===== src/cache_consts.svh =====
`ifndef CACHE_CONSTS_SVH
`define CACHE_CONSTS_SVH

// Two-way cache geometry for 16-bit LC-3b byte addresses
// Address split is tag[15:7], set index[6:4], byte offset[3:0]

// Sets per way
`define CACHE_SETS 8

// Set index width
`define CACHE_INDEX_BITS 3

// Byte offset inside a 16-byte line
`define CACHE_OFFSET_BITS 4

// Tag width
`define CACHE_TAG_BITS 9

// Line and word widths
`define CACHE_LINE_BITS 128
`define CACHE_WORD_BITS 16

`endif

===== src/lc3b_types.sv =====
`default_nettype none

`include "cache_consts.svh"

package lc3b_types;

    typedef logic [`CACHE_WORD_BITS-1:0] lc3b_word;        // CPU data word or byte address
    typedef logic [`CACHE_WORD_BITS-1:0] lc3b_pmem_addr;   // Line aligned
    typedef logic [`CACHE_TAG_BITS-1:0] lc3b_cache_tag;
    typedef logic [`CACHE_INDEX_BITS-1:0] lc3b_set_index;
    typedef logic [`CACHE_LINE_BITS-1:0] lc3b_line;

    // Controller states
    typedef enum logic [1:0] {
        hit_s,
        fetch_s,
        write_back_s,
        write_s
    } cache_state_t;

endpackage : lc3b_types

`default_nettype wire


===== src/cache.sv =====
`timescale 1ns/10ps
`default_nettype none

module cache (
    input  wire logic                    clk,
    input  wire logic                    hit_count_reset,
    input  wire logic                    miss_count_reset,
    input  wire logic                    mem_read,
    input  wire logic                    mem_write,
    input  wire lc3b_types::lc3b_word    mem_address,
    input  wire lc3b_types::lc3b_word    mem_wdata,
    output logic                         mem_resp,
    output lc3b_types::lc3b_word         mem_rdata,
    input  wire logic                    pmem_resp,
    input  wire lc3b_types::lc3b_line    pmem_rdata,
    output logic                         pmem_read,
    output logic                         pmem_write,
    output lc3b_types::lc3b_pmem_addr    pmem_address,
    output lc3b_types::lc3b_line         pmem_wdata,
    output lc3b_types::lc3b_word         hit_count,
    output lc3b_types::lc3b_word         miss_count
);
    import lc3b_types::*;

    logic          load_set_one;
    logic          load_set_two;
    logic          load_lru;
    logic          cache_in_mux_sel;
    logic          write_type_set_one;
    logic          write_type_set_two;
    logic          insert_mux_sel;
    logic          pmem_w_mux_sel;
    logic          set_one_hit;
    logic          set_two_hit;
    logic          current_lru;
    logic          set_one_dirty;
    logic          set_two_dirty;
    lc3b_cache_tag set_one_tag;
    lc3b_cache_tag set_two_tag;

    cache_control control (
        .clk                (clk),
        .hit_count_reset    (hit_count_reset),
        .miss_count_reset   (miss_count_reset),
        .mem_read           (mem_read),
        .mem_write          (mem_write),
        .mem_address        (mem_address),
        .mem_resp           (mem_resp),
        .pmem_resp          (pmem_resp),
        .pmem_read          (pmem_read),
        .pmem_write         (pmem_write),
        .pmem_address       (pmem_address),
        .set_one_hit        (set_one_hit),
        .set_two_hit        (set_two_hit),
        .current_lru        (current_lru),
        .set_one_dirty      (set_one_dirty),
        .set_two_dirty      (set_two_dirty),
        .set_one_tag        (set_one_tag),
        .set_two_tag        (set_two_tag),
        .load_set_one       (load_set_one),
        .load_set_two       (load_set_two),
        .load_lru           (load_lru),
        .cache_in_mux_sel   (cache_in_mux_sel),
        .write_type_set_one (write_type_set_one),
        .write_type_set_two (write_type_set_two),
        .insert_mux_sel     (insert_mux_sel),
        .pmem_w_mux_sel     (pmem_w_mux_sel),
        .hit_count          (hit_count),
        .miss_count         (miss_count)
    );

    cache_datapath datapath (
        .clk                (clk),
        .hit_count_reset    (hit_count_reset),
        .mem_address        (mem_address),
        .mem_wdata          (mem_wdata),
        .pmem_rdata         (pmem_rdata),
        .load_set_one       (load_set_one),
        .load_set_two       (load_set_two),
        .load_lru           (load_lru),
        .cache_in_mux_sel   (cache_in_mux_sel),
        .write_type_set_one (write_type_set_one),
        .write_type_set_two (write_type_set_two),
        .insert_mux_sel     (insert_mux_sel),
        .pmem_w_mux_sel     (pmem_w_mux_sel),
        .mem_rdata          (mem_rdata),
        .pmem_wdata         (pmem_wdata),
        .set_one_hit        (set_one_hit),
        .set_two_hit        (set_two_hit),
        .current_lru        (current_lru),
        .set_one_dirty      (set_one_dirty),
        .set_two_dirty      (set_two_dirty),
        .set_one_tag        (set_one_tag),
        .set_two_tag        (set_two_tag)
    );

endmodule : cache

`default_nettype wire


===== src/cache_control.sv =====
`timescale 1ns/10ps
`default_nettype none

`include "cache_consts.svh"

module cache_control (
    input  wire logic                       clk,
    input  wire logic                       hit_count_reset,
    input  wire logic                       miss_count_reset,
    input  wire logic                       mem_read,
    input  wire logic                       mem_write,
    input  wire lc3b_types::lc3b_word       mem_address,
    output logic                            mem_resp,
    input  wire logic                       pmem_resp,
    output logic                            pmem_read,
    output logic                            pmem_write,
    output lc3b_types::lc3b_pmem_addr       pmem_address,
    input  wire logic                       set_one_hit,
    input  wire logic                       set_two_hit,
    input  wire logic                       current_lru,
    input  wire logic                       set_one_dirty,
    input  wire logic                       set_two_dirty,
    input  wire lc3b_types::lc3b_cache_tag  set_one_tag,
    input  wire lc3b_types::lc3b_cache_tag  set_two_tag,
    output logic                            load_set_one,
    output logic                            load_set_two,
    output logic                            load_lru,
    output logic                            cache_in_mux_sel,
    output logic                            write_type_set_one,
    output logic                            write_type_set_two,
    output logic                            insert_mux_sel,
    output logic                            pmem_w_mux_sel,
    output lc3b_types::lc3b_word            hit_count,
    output lc3b_types::lc3b_word            miss_count
);
    import lc3b_types::*;

    cache_state_t  state;
    cache_state_t  next_state;
    logic          hit;
    logic          request;
    logic          victim_dirty;
    logic          count_hit;
    logic          count_miss;
    lc3b_cache_tag victim_tag;
    lc3b_set_index req_index;

    assign hit = set_one_hit | set_two_hit;
    assign request = mem_read | mem_write;
    assign victim_dirty = current_lru ? set_two_dirty : set_one_dirty;   // LRU 0 picks way one
    assign victim_tag = current_lru ? set_two_tag : set_one_tag;
    assign req_index = mem_address[`CACHE_OFFSET_BITS +: `CACHE_INDEX_BITS];

    always_ff @(posedge clk) begin
        if (hit_count_reset) begin
            state <= hit_s;
        end else begin
            state <= next_state;
        end
    end

    always_ff @(posedge clk) begin
        if (hit_count_reset) begin
            hit_count <= '0;
        end else if (count_hit) begin
            hit_count <= hit_count + 1'b1;   // Wraps
        end
    end

    always_ff @(posedge clk) begin
        if (hit_count_reset || miss_count_reset) begin
            miss_count <= '0;
        end else if (count_miss) begin
            miss_count <= miss_count + 1'b1;
        end
    end

    always_comb begin
        next_state = state;
        case (state)
            hit_s: begin
                if (request && !hit) begin
                    next_state = victim_dirty ? write_back_s : fetch_s;
                end
            end
            write_back_s: begin
                if (pmem_resp) begin
                    next_state = fetch_s;
                end
            end
            fetch_s: begin
                if (pmem_resp) begin
                    next_state = write_s;
                end
            end
            write_s: begin
                next_state = hit_s;   // Held request hits on return
            end
            default: begin
                next_state = hit_s;
            end
        endcase
    end

    always_comb begin
        mem_resp = 1'b0;
        pmem_read = 1'b0;
        pmem_write = 1'b0;
        load_set_one = 1'b0;
        load_set_two = 1'b0;
        load_lru = 1'b0;
        cache_in_mux_sel = 1'b0;
        write_type_set_one = 1'b0;
        write_type_set_two = 1'b0;
        insert_mux_sel = 1'b0;
        pmem_w_mux_sel = 1'b0;
        count_hit = 1'b0;
        count_miss = 1'b0;
        pmem_address = {mem_address[`CACHE_WORD_BITS-1:`CACHE_OFFSET_BITS],
                        {`CACHE_OFFSET_BITS{1'b0}}};
        case (state)
            hit_s: begin
                if (request && hit) begin
                    mem_resp = 1'b1;
                    load_lru = 1'b1;
                    count_hit = 1'b1;
                    if (mem_write) begin
                        load_set_one = set_one_hit;
                        load_set_two = set_two_hit;
                        write_type_set_one = set_one_hit;   // Line becomes dirty
                        write_type_set_two = set_two_hit;
                        cache_in_mux_sel = 1'b1;
                    end
                end
            end
            fetch_s: begin
                pmem_read = 1'b1;
            end
            write_back_s: begin
                pmem_write = 1'b1;
                pmem_w_mux_sel = current_lru;
                pmem_address = {victim_tag, req_index, {`CACHE_OFFSET_BITS{1'b0}}};
            end
            write_s: begin
                load_set_one = ~current_lru;
                load_set_two = current_lru;
                insert_mux_sel = 1'b1;
                cache_in_mux_sel = mem_write;   // Write miss merges into fetched line
                write_type_set_one = mem_write & ~current_lru;
                write_type_set_two = mem_write & current_lru;
                count_miss = 1'b1;
            end
            default: begin
                mem_resp = 1'b0;
            end
        endcase
    end

    // Memory strobes are mutually exclusive
    a_strobe_exclusive: assert property (@(posedge clk) disable iff (hit_count_reset)
        !(pmem_read && pmem_write));

    // A response only completes from the hit state
    a_resp_in_hit: assert property (@(posedge clk) disable iff (hit_count_reset)
        mem_resp |-> (state == hit_s));

    a_state_legal: assert property (@(posedge clk) disable iff (hit_count_reset)
        !$isunknown(state) && (state inside {hit_s, fetch_s, write_back_s, write_s}));

endmodule : cache_control

`default_nettype wire


===== src/cache_datapath.sv =====
`timescale 1ns/10ps
`default_nettype none

`include "cache_consts.svh"

module cache_datapath (
    input  wire logic                       clk,
    input  wire logic                       hit_count_reset,
    input  wire lc3b_types::lc3b_word       mem_address,
    input  wire lc3b_types::lc3b_word       mem_wdata,
    input  wire lc3b_types::lc3b_line       pmem_rdata,
    input  wire logic                       load_set_one,
    input  wire logic                       load_set_two,
    input  wire logic                       load_lru,
    input  wire logic                       cache_in_mux_sel,
    input  wire logic                       write_type_set_one,
    input  wire logic                       write_type_set_two,
    input  wire logic                       insert_mux_sel,
    input  wire logic                       pmem_w_mux_sel,
    output lc3b_types::lc3b_word            mem_rdata,
    output lc3b_types::lc3b_line            pmem_wdata,
    output logic                            set_one_hit,
    output logic                            set_two_hit,
    output logic                            current_lru,
    output logic                            set_one_dirty,
    output logic                            set_two_dirty,
    output lc3b_types::lc3b_cache_tag       set_one_tag,
    output lc3b_types::lc3b_cache_tag       set_two_tag
);
    import lc3b_types::*;

    lc3b_cache_tag                  req_tag;
    lc3b_set_index                  req_index;
    logic [`CACHE_OFFSET_BITS-2:0]  word_sel;
    logic [`CACHE_SETS-1:0]         lru_q;
    lc3b_line                       line_one;
    lc3b_line                       line_two;
    lc3b_line                       hit_line;

    assign req_tag = mem_address[`CACHE_WORD_BITS-1 -: `CACHE_TAG_BITS];
    assign req_index = mem_address[`CACHE_OFFSET_BITS +: `CACHE_INDEX_BITS];
    assign word_sel = mem_address[`CACHE_OFFSET_BITS-1:1];

    cache_way way_one (
        .clk             (clk),
        .hit_count_reset (hit_count_reset),
        .load            (load_set_one),
        .dirty_in        (write_type_set_one),
        .insert          (insert_mux_sel),
        .word_write      (cache_in_mux_sel),
        .index           (req_index),
        .offset          (mem_address),
        .tag_in          (req_tag),
        .wdata           (mem_wdata),
        .line_in         (pmem_rdata),
        .hit             (set_one_hit),
        .dirty           (set_one_dirty),
        .tag_out         (set_one_tag),
        .line_out        (line_one)
    );

    cache_way way_two (
        .clk             (clk),
        .hit_count_reset (hit_count_reset),
        .load            (load_set_two),
        .dirty_in        (write_type_set_two),
        .insert          (insert_mux_sel),
        .word_write      (cache_in_mux_sel),
        .index           (req_index),
        .offset          (mem_address),
        .tag_in          (req_tag),
        .wdata           (mem_wdata),
        .line_in         (pmem_rdata),
        .hit             (set_two_hit),
        .dirty           (set_two_dirty),
        .tag_out         (set_two_tag),
        .line_out        (line_two)
    );

    // LRU bit names the victim way, 0 for way one
    always_ff @(posedge clk) begin
        if (hit_count_reset) begin
            lru_q <= '0;
        end else if (load_lru) begin
            lru_q[req_index] <= set_one_hit;   // Point at the way not used
        end
    end

    assign current_lru = lru_q[req_index];

    assign hit_line = set_two_hit ? line_two : line_one;
    assign mem_rdata = hit_line[word_sel*`CACHE_WORD_BITS +: `CACHE_WORD_BITS];
    assign pmem_wdata = pmem_w_mux_sel ? line_two : line_one;   // Victim line

    // A tag may live in only one way of a set
    a_single_way_hit: assert property (@(posedge clk) disable iff (hit_count_reset)
        !(set_one_hit && set_two_hit));

endmodule : cache_datapath

`default_nettype wire


===== src/cache_way.sv =====
`timescale 1ns/10ps
`default_nettype none

`include "cache_consts.svh"

module cache_way (
    input  wire logic                       clk,
    input  wire logic                       hit_count_reset,
    input  wire logic                       load,
    input  wire logic                       dirty_in,
    input  wire logic                       insert,
    input  wire logic                       word_write,
    input  wire lc3b_types::lc3b_set_index  index,
    input  wire lc3b_types::lc3b_word       offset,
    input  wire lc3b_types::lc3b_cache_tag  tag_in,
    input  wire lc3b_types::lc3b_word       wdata,
    input  wire lc3b_types::lc3b_line       line_in,
    output logic                            hit,
    output logic                            dirty,
    output lc3b_types::lc3b_cache_tag       tag_out,
    output lc3b_types::lc3b_line            line_out
);
    import lc3b_types::*;

    localparam int WORD_SEL_BITS = `CACHE_OFFSET_BITS - 1;

    lc3b_cache_tag            tag_mem [`CACHE_SETS];
    lc3b_line                 line_mem [`CACHE_SETS];
    logic [`CACHE_SETS-1:0]   valid_q;
    logic [`CACHE_SETS-1:0]   dirty_q;
    logic [WORD_SEL_BITS-1:0] word_sel;
    lc3b_line                 line_next;

    assign word_sel = offset[`CACHE_OFFSET_BITS-1:1];   // Word inside the line
    assign tag_out = tag_mem[index];
    assign line_out = line_mem[index];
    assign dirty = dirty_q[index];
    assign hit = valid_q[index] && (tag_mem[index] == tag_in);

    // Fetched line or current line, then optional word merge
    always_comb begin
        line_next = insert ? line_in : line_mem[index];
        if (word_write) begin
            line_next[word_sel*`CACHE_WORD_BITS +: `CACHE_WORD_BITS] = wdata;
        end
    end

    always_ff @(posedge clk) begin
        if (hit_count_reset) begin
            valid_q <= '0;
            dirty_q <= '0;
        end else if (load) begin
            valid_q[index] <= 1'b1;
            if (insert) begin
                dirty_q[index] <= dirty_in;   // Fresh line starts clean unless written
            end else begin
                dirty_q[index] <= dirty_q[index] | dirty_in;
            end
        end
    end

    always_ff @(posedge clk) begin
        if (load) begin
            line_mem[index] <= line_next;
            if (insert) begin
                tag_mem[index] <= tag_in;
            end
        end
    end

endmodule : cache_way

`default_nettype wire


===== config.mk =====
export PLATFORM = sky130hd
export DESIGN_NAME = cache
export DESIGN_NICKNAME = d
export VERILOG_FILES = /design/src/lc3b_types.sv /design/src/cache.sv /design/src/cache_control.sv /design/src/cache_datapath.sv /design/src/cache_way.sv
export VERILOG_INCLUDE_DIRS = /design/src
export SDC_FILE = /design/constraint.sdc
export NUM_CORES = 2
export LEC_CHECK = 0
export ABC_AREA = 1
export BUFFER_PORTS_ARGS = -buffer_cell sky130_fd_sc_hd__buf_2
export CELL_PAD_IN_SITES_DETAIL_PLACEMENT = 1
export CELL_PAD_IN_SITES_GLOBAL_PLACEMENT = 1
export CORE_UTILIZATION = 25
export DETAILED_ROUTE_END_ITERATION = 7
export HOLD_SLACK_MARGIN = 0.03
export PLACE_DENSITY = 0.48
export SYNTH_ARGS = -nofsm -noshare
export SYNTH_HDL_FRONTEND = slang
export SYNTH_HIERARCHICAL = 1
export SYNTH_SLANG_ARGS = --single-unit

===== constraint.sdc =====
create_clock -name clk -period 10.82 [get_ports clk]
set_clock_uncertainty 0.15 [all_clocks]
set_input_delay 1.623 -clock clk [delete_from_list [all_inputs] [get_ports clk]]
set_output_delay 1.623 -clock clk [all_outputs]
set_load 0.01 [all_outputs]

Word level (Yosys, flattened, before mapping). Memories as Yosys holds them, arrays and structs flattened. Cells that the tools add are included. Widths: inputs -> output; s select.

Register bits: 74. Bits in latches: 0. RAM bits: 2192. ROM bits: 0. Input bits: 166. Output and inout port bits: 195. Memories kept: 4.

Memories: datapath.way_one.line_mem (words 8, width 128, read ports 1, clocked after Yosys merged registers in 0, write ports 1, line cache_way.sv:28) `` lc3b_line line_mem [`CACHE_SETS]; ``; datapath.way_two.line_mem (words 8, width 128, read ports 1, clocked after Yosys merged registers in 0, write ports 1, line cache_way.sv:28); datapath.way_one.tag_mem (words 8, width 9, read ports 1, clocked after Yosys merged registers in 0, write ports 1, line cache_way.sv:27) `` lc3b_cache_tag tag_mem [`CACHE_SETS]; ``; datapath.way_two.tag_mem (words 8, width 9, read ports 1, clocked after Yosys merged registers in 0, write ports 1, line cache_way.sv:27).

$add $sub $neg: 3. $mul: 0. Divide/modulo/power cells: 0. Order comparisons: 2. Equal/unequal tests: 8. Shifts and indexed selects: 3. Mux-type cells: 61. Bitwise gates (word level): 9. Reduce and logical (&&, ||, !) cells: 9.

Operators by type and width (count): $mux 128 (6); $bwmux 128 (2); $shift 16x34->128 const A (1); $shiftx 128x8->16 (1); $shiftx 16x34->128 (1); $bwmux 8 (5); $neg 7->34 (1); $add 16x1->16 const B (2); $mux 1 (28); $eq 9x9->1 (2); $mux 16 (1); $mux 8 (2); $or 8x8->8 (2); $bmux 1 s3 (5); $pmux 1 s2 (5); $mux 9 (1); $mux 2 (4); $pmux 2 s4 (1); $logic_and 1x1->1 (5); $eq 2x2->1 const B (2); $lt 3x4->1 const B (1); $ne 2x2->1 const B (2); $or 1x1->1 (4); $demux 1 s3 (1); other kinds (9) (10).

Logic depth before layout (Yosys ltp).
Word-level depth: 10. Gate-level depth with buffers: 27. Mapped depth without buffers: 23.

Hierarchy. The synthesis kept the hierarchy.

By module, submodules not included: cache_way (datapath.way_two) (times used 1, cells each 4077, area each 46010.4 µm², seq. area each 33231.9 µm²); cache_way (datapath.way_one) (times used 1, cells each 3987, area each 45796.4 µm², seq. area each 33231.9 µm²); cache_datapath (times used 1, cells each 1121, area each 4991.0 µm², seq. area each 160.2 µm²); cache_control (times used 1, cells each 337, area each 2157.1 µm², seq. area each 680.7 µm²).

Worst setup path before layout. Ideal clock, no wire load.

Path kind: input -> register. Start: input mem_address[4]. End: register datapath.way_two.dirty_q[0]. Setup time: 0.057 ns. Data arrival time: 9.511 ns. Data required time: 10.613 ns. Slack: 1.102 ns. Cell stages on the path: 21. Path through: buf_4 clkinv_2 clkbuf_1 nand2_1 nand3_1 nand2_1 nor2_1 nor2_1 nor2_1 nand3_1 nor2_1 nand3_1 o21ai_0 inv_1 nor2_1 inv_1 nor2_1 inv_1 a21oi_1 nand2_1 inv_1.

Elaborated cells on any way between the ends: 30. Those cells by class: order compare: 2; eq/ne: 2; mux: 17; bitwise: 3; reduce/logical: 4; memory: 2.

RTL lines: start, declared (line cache.sv:10) `input wire lc3b_types::lc3b_word mem_address,`; $mem_v2 8x9 or $bmux 1 s3 (tied branches); $eq 9x9->1 or $mux 1 (tied branches) (line cache_way.sv:38) `assign hit = valid_q[index] && (tag_mem[index] == tag_in);`; $logic_and 1x1->1 (*) (line cache_way.sv:38); via set_two_hit (line cache.sv:34) `logic set_two_hit;`; $or 1x1->1 (line cache_control.sv:48) `assign hit = set_one_hit | set_two_hit;`; $logic_and 1x1->1 (line cache_control.sv:123) `if (request && hit) begin`; $mux 1 (*) (line cache_control.sv:123); $pmux 1 s2 (*) (line cache_control.sv:121) `case (state)`; via load_set_two (line cache.sv:26) `logic load_set_two;`; end signal, assigned by index (line cache_way.sv:55) `dirty_q[index] <= dirty_in;`; end signal, assigned by index (line cache_way.sv:57) `dirty_q[index] <= dirty_q[index] | dirty_in;`; end, declared (line cache_way.sv:30) `` logic [`CACHE_SETS-1:0] dirty_q; ``.

The timed path passes the listed nets; every way through them passes the cells marked *. The select of a mux whose other input is x is not followed. A chain may end at the register's enable or synchronous reset.

Worst setup path in the final report.
Start: input mem_address[4]. End: output mem_rdata[10].

Word-level cells in the longest chain between the ends: 5. Elaborated cells on any way between the ends: 9. Those cells by class: eq/ne: 1; shift: 1; mux: 3; reduce/logical: 1; memory: 3.

Ends and longest elaborated chain: $mem_v2 8x9 or $bmux 1 s3 (tied branches); $eq 9x9->1 or $mux 1 (tied branches) (line cache_way.sv:38); $logic_and 1x1->1 (*) (line cache_way.sv:38); via set_two_hit (line cache.sv:34); $mux 128 (*) (line cache_datapath.sv:91) `assign hit_line = set_two_hit ? line_two : line_one;`; $shiftx 128x8->16 (*) (line cache_datapath.sv:92) `` assign mem_rdata = hit_line[word_sel*`CACHE_WORD_BITS +: `CACHE_WORD_BITS]; ``; end, declared (line cache.sv:13) `output lc3b_types::lc3b_word mem_rdata,`.

Marks and branches as above.

==> run metrics <==
status finished with violations; failing checks capacitance limit; Clock transition at path regs around 0.060 ns; critical path type input pin to output port; Slew HR 0.0180; critical path launch point type input pin; Main synth FF type edfxtp_1; RSZ-0062 raised after global routing no; Tot Pwr between 20 and 25 mW; initial drt markers ~7800; post-synthesis sequential area ratio 0.680; top-count cell post-synth nand2_1; Final Worst Setup Slack 1.93 ns; post-route cell area ~0.12 mm²; share of layout cells above drive strength 1 0.108; crit-path max FO between 100 and 150; count of final hold-check violations 0; Layout Utilization 0.296; # IOs between 300 and 400; placed cell area 0.107 mm²; CP Data Required Time just over 9 ns; maximum vdd drop around 120 µV; Clock Tree Buf Depth 4; die area ~0.4 mm²; CP endpoint kind output port; final setup fails 0; top post-synthesis cells by count nand2_1 (3173), edfxtp_1 (2192), inv_1 (809); Post-synth EDFFs ~2200; number of I/O port buffers 355; CTS Hold Buffers Added 0; total grt overflow 0; Routed wire per std cell approximately 32 µm; Final ANT Viol Nets 0; root buf cell clkbuf_16; TritonCTS clock tree done; number of CTS-inserted buffers between 200 and 300; die width around 630 µm; synthesized area per cell 10.4 µm²; Yosys cell types between 50 and 60; Via density 4.99; Pwr Density ~190 mW/mm²; r2r setup slk roughly 4.5 ns; Least-Margin Pin Slew 1.46 ns; clock latency on the worst-skew pair approximately 0.93 ns; final WL between 500000 and 600000 µm; Final #Nets 10100; WHS Endpoint datapath/way_one/valid_q[5]; Worst R2R Start datapath/way_one/tag_mem[7][8]; global-route wire length before repair 665000 µm; pin count of the biggest net entering global routing 131; area grow syn2layout 17.4%; HP Start datapath/way_one/valid_q[5]; via count a little under 80000; YS warnings 6; FF-to-FF End datapath/way_two/line_mem[4][86]; leading area contributor after synthesis edfxtp_1; Post-CTS Resized 0; placed cell count about 15000; setup tns final 0 ns; asr flop ratio synth 0; 1st-pass router iterations 6; Worst Reg-to-Reg Cells 18; maximum clock frequency ~0.11 GHz; fin crit share 0.821; # rows 230; Worst Path Arrival a little over 7 ns; mapped cell area 0.0990 mm²; Synth Instances 9522; total clock sinks 2266; core area 0.393 mm²; FF+latch count, synth between 2000 and 2500; most area-consuming cells after synthesis edfxtp_1 (67%), nand2_1 (12%), inv_1 (3.1%); Total Routing Usage GR 0.244; initial antenna violation count 96; Remaining DRCs 0; final hold slack between 0.3 and 0.4 ns; Detail Placement HPWL between 300000 and 400000 µm; Worst Hold Class flop to flop; P_leak 43.7 nW; Hold Crit Depth 2; non-filler instance count after layout 15400; final count of pins violating max slew 0; global placer's final weighted congestion between 0.9 and 1; height of the die between 600 and 700 µm; Place WS 1.94 ns; FILL cells about 44000; vias in the first global route between 70000 and 80000; Initial Utilization 0.252; number of post-CTS setup repair buffers 0; Tmin final approximately 9 ns; Synth top area share 0.665; number of max-cap violations 1; # H-tree levels 5
## cell usage in the layout (no fill, tap or decap), types with 74 or more instances in the layout
cell       netlist  final
a211oi_1       100    100
a21oi_1        540    539
buf_2          209    351
buf_4           53    189
clkbuf_16        0    286
dfxtp_1         74     74
diode_2          0    132
edfxtp_1      2192   2192
inv_1          809    805
nand2_1       3173   3170
nand3_1        459    457
nand4_1        118    118
nor2_1         740    716
o21ai_0        427    406
## layer usage
| metal | vias up | share of wire | global-route usage |
|---|---|---|---|
| li1 | 33100 | - | - |
| met3 | 887 | 0.053 | 0.0261 |
| met2 | 2947 | 0.46 | 0.393 |
| met4 | 12 | 0.082 | 0.171 |
| met1 | 40200 | 0.41 | 0.309 |
| met5 | - | 0.00015 | 0 |
## sequential cells by signal, summed over array words and instances (netlist names)
| register | flops |
|---|---|
| control/hit_count | 16 |
| control/miss_count | 16 |
| control/state | 2 |
| datapath/lru_q | 8 |
| datapath/way_one/dirty_q | 8 |
| datapath/way_one/line_mem | 1024 |
| datapath/way_one/tag_mem | 72 |
| datapath/way_one/valid_q | 8 |
| datapath/way_two/dirty_q | 8 |
| datapath/way_two/line_mem | 1024 |
| datapath/way_two/tag_mem | 72 |
| datapath/way_two/valid_q | 8 |
## how the worst max path moves through the flow
stage / startpoint / to / slack (ns)
CTS: mem_address[4] / mem_rdata[10] / 1.94
global placement: mem_address[4] / mem_rdata[10] / 1.95
finish: mem_address[4] / mem_rdata[10] / 1.93
floorplan: mem_address[4] / datapath/way_two/dirty_q[0] / 1.10
detailed placement: mem_address[4] / mem_rdata[10] / 1.94
global route: mem_address[4] / mem_rdata[10] / 1.62
## cell type report
| type | instances | area (µm²) | area share |
|---|---|---|---|
| flip-flops and latches | 2266 | 67300 | 0.579 |
| multi-input cells | 5943 | 26400 | 0.228 |
| inverters | 827 | 3150 | 0.0271 |
| diodes | 132 | 330 | 0.00284 |
| repair buffers | 580 | 3950 | 0.0340 |
| clock buffers | 352 | 7430 | 0.0640 |
| well taps | 5220 | 6530 | 0.0562 |
| clock inverters | 126 | 1040 | 0.00895 |
## worst max-delay path, stage by stage
cell and delay, ns:
buf_8 0.51, buf_4 0.64, nand2_1 0.10, o21ai_0 0.10
nand2_1 0.08, nand2_1 0.08, nand2_1 0.05, nand2_1 0.14
nand3_1 0.10, nor2_1 0.10, nand2_1 0.10, nor2_4 0.31
buf_4 0.59, buf_4 0.78, nand2_1 0.12, nand3_1 0.15
nand3_1 0.31, nand3_1 0.21, nand2_1 0.31, buf_2 0.27
## logic make-up (layout without fill, tap and decap cells)
kind of cell / count (synthesis) / in the layout / share of synthesized area
other: 1 / 136 / 0.0000379
adder cells (fa/ha/maj): 15 / 15 / 0.00190
XOR/XNOR: 3 / 3 / 0.000266
AND/OR/NAND/NOR: 4641 / 4641 / 0.189
flip-flops: 2266 / 2266 / 0.680
AO/OA/AOI/OAI: 1280 / 1280 / 0.0720
buffers and inverters: 1316 / 1885 / 0.0561
## power by group
part	total [mW]	switching (mW)	internal (mW)	leakage (nW)
sequential	10.3	0.0193	10.3	20.4
combinational	3.03	2.48	0.552	19.1
clock	8.97	3.79	5.18	4.14
No activity file was read; power rests on OpenSTA's default activity.
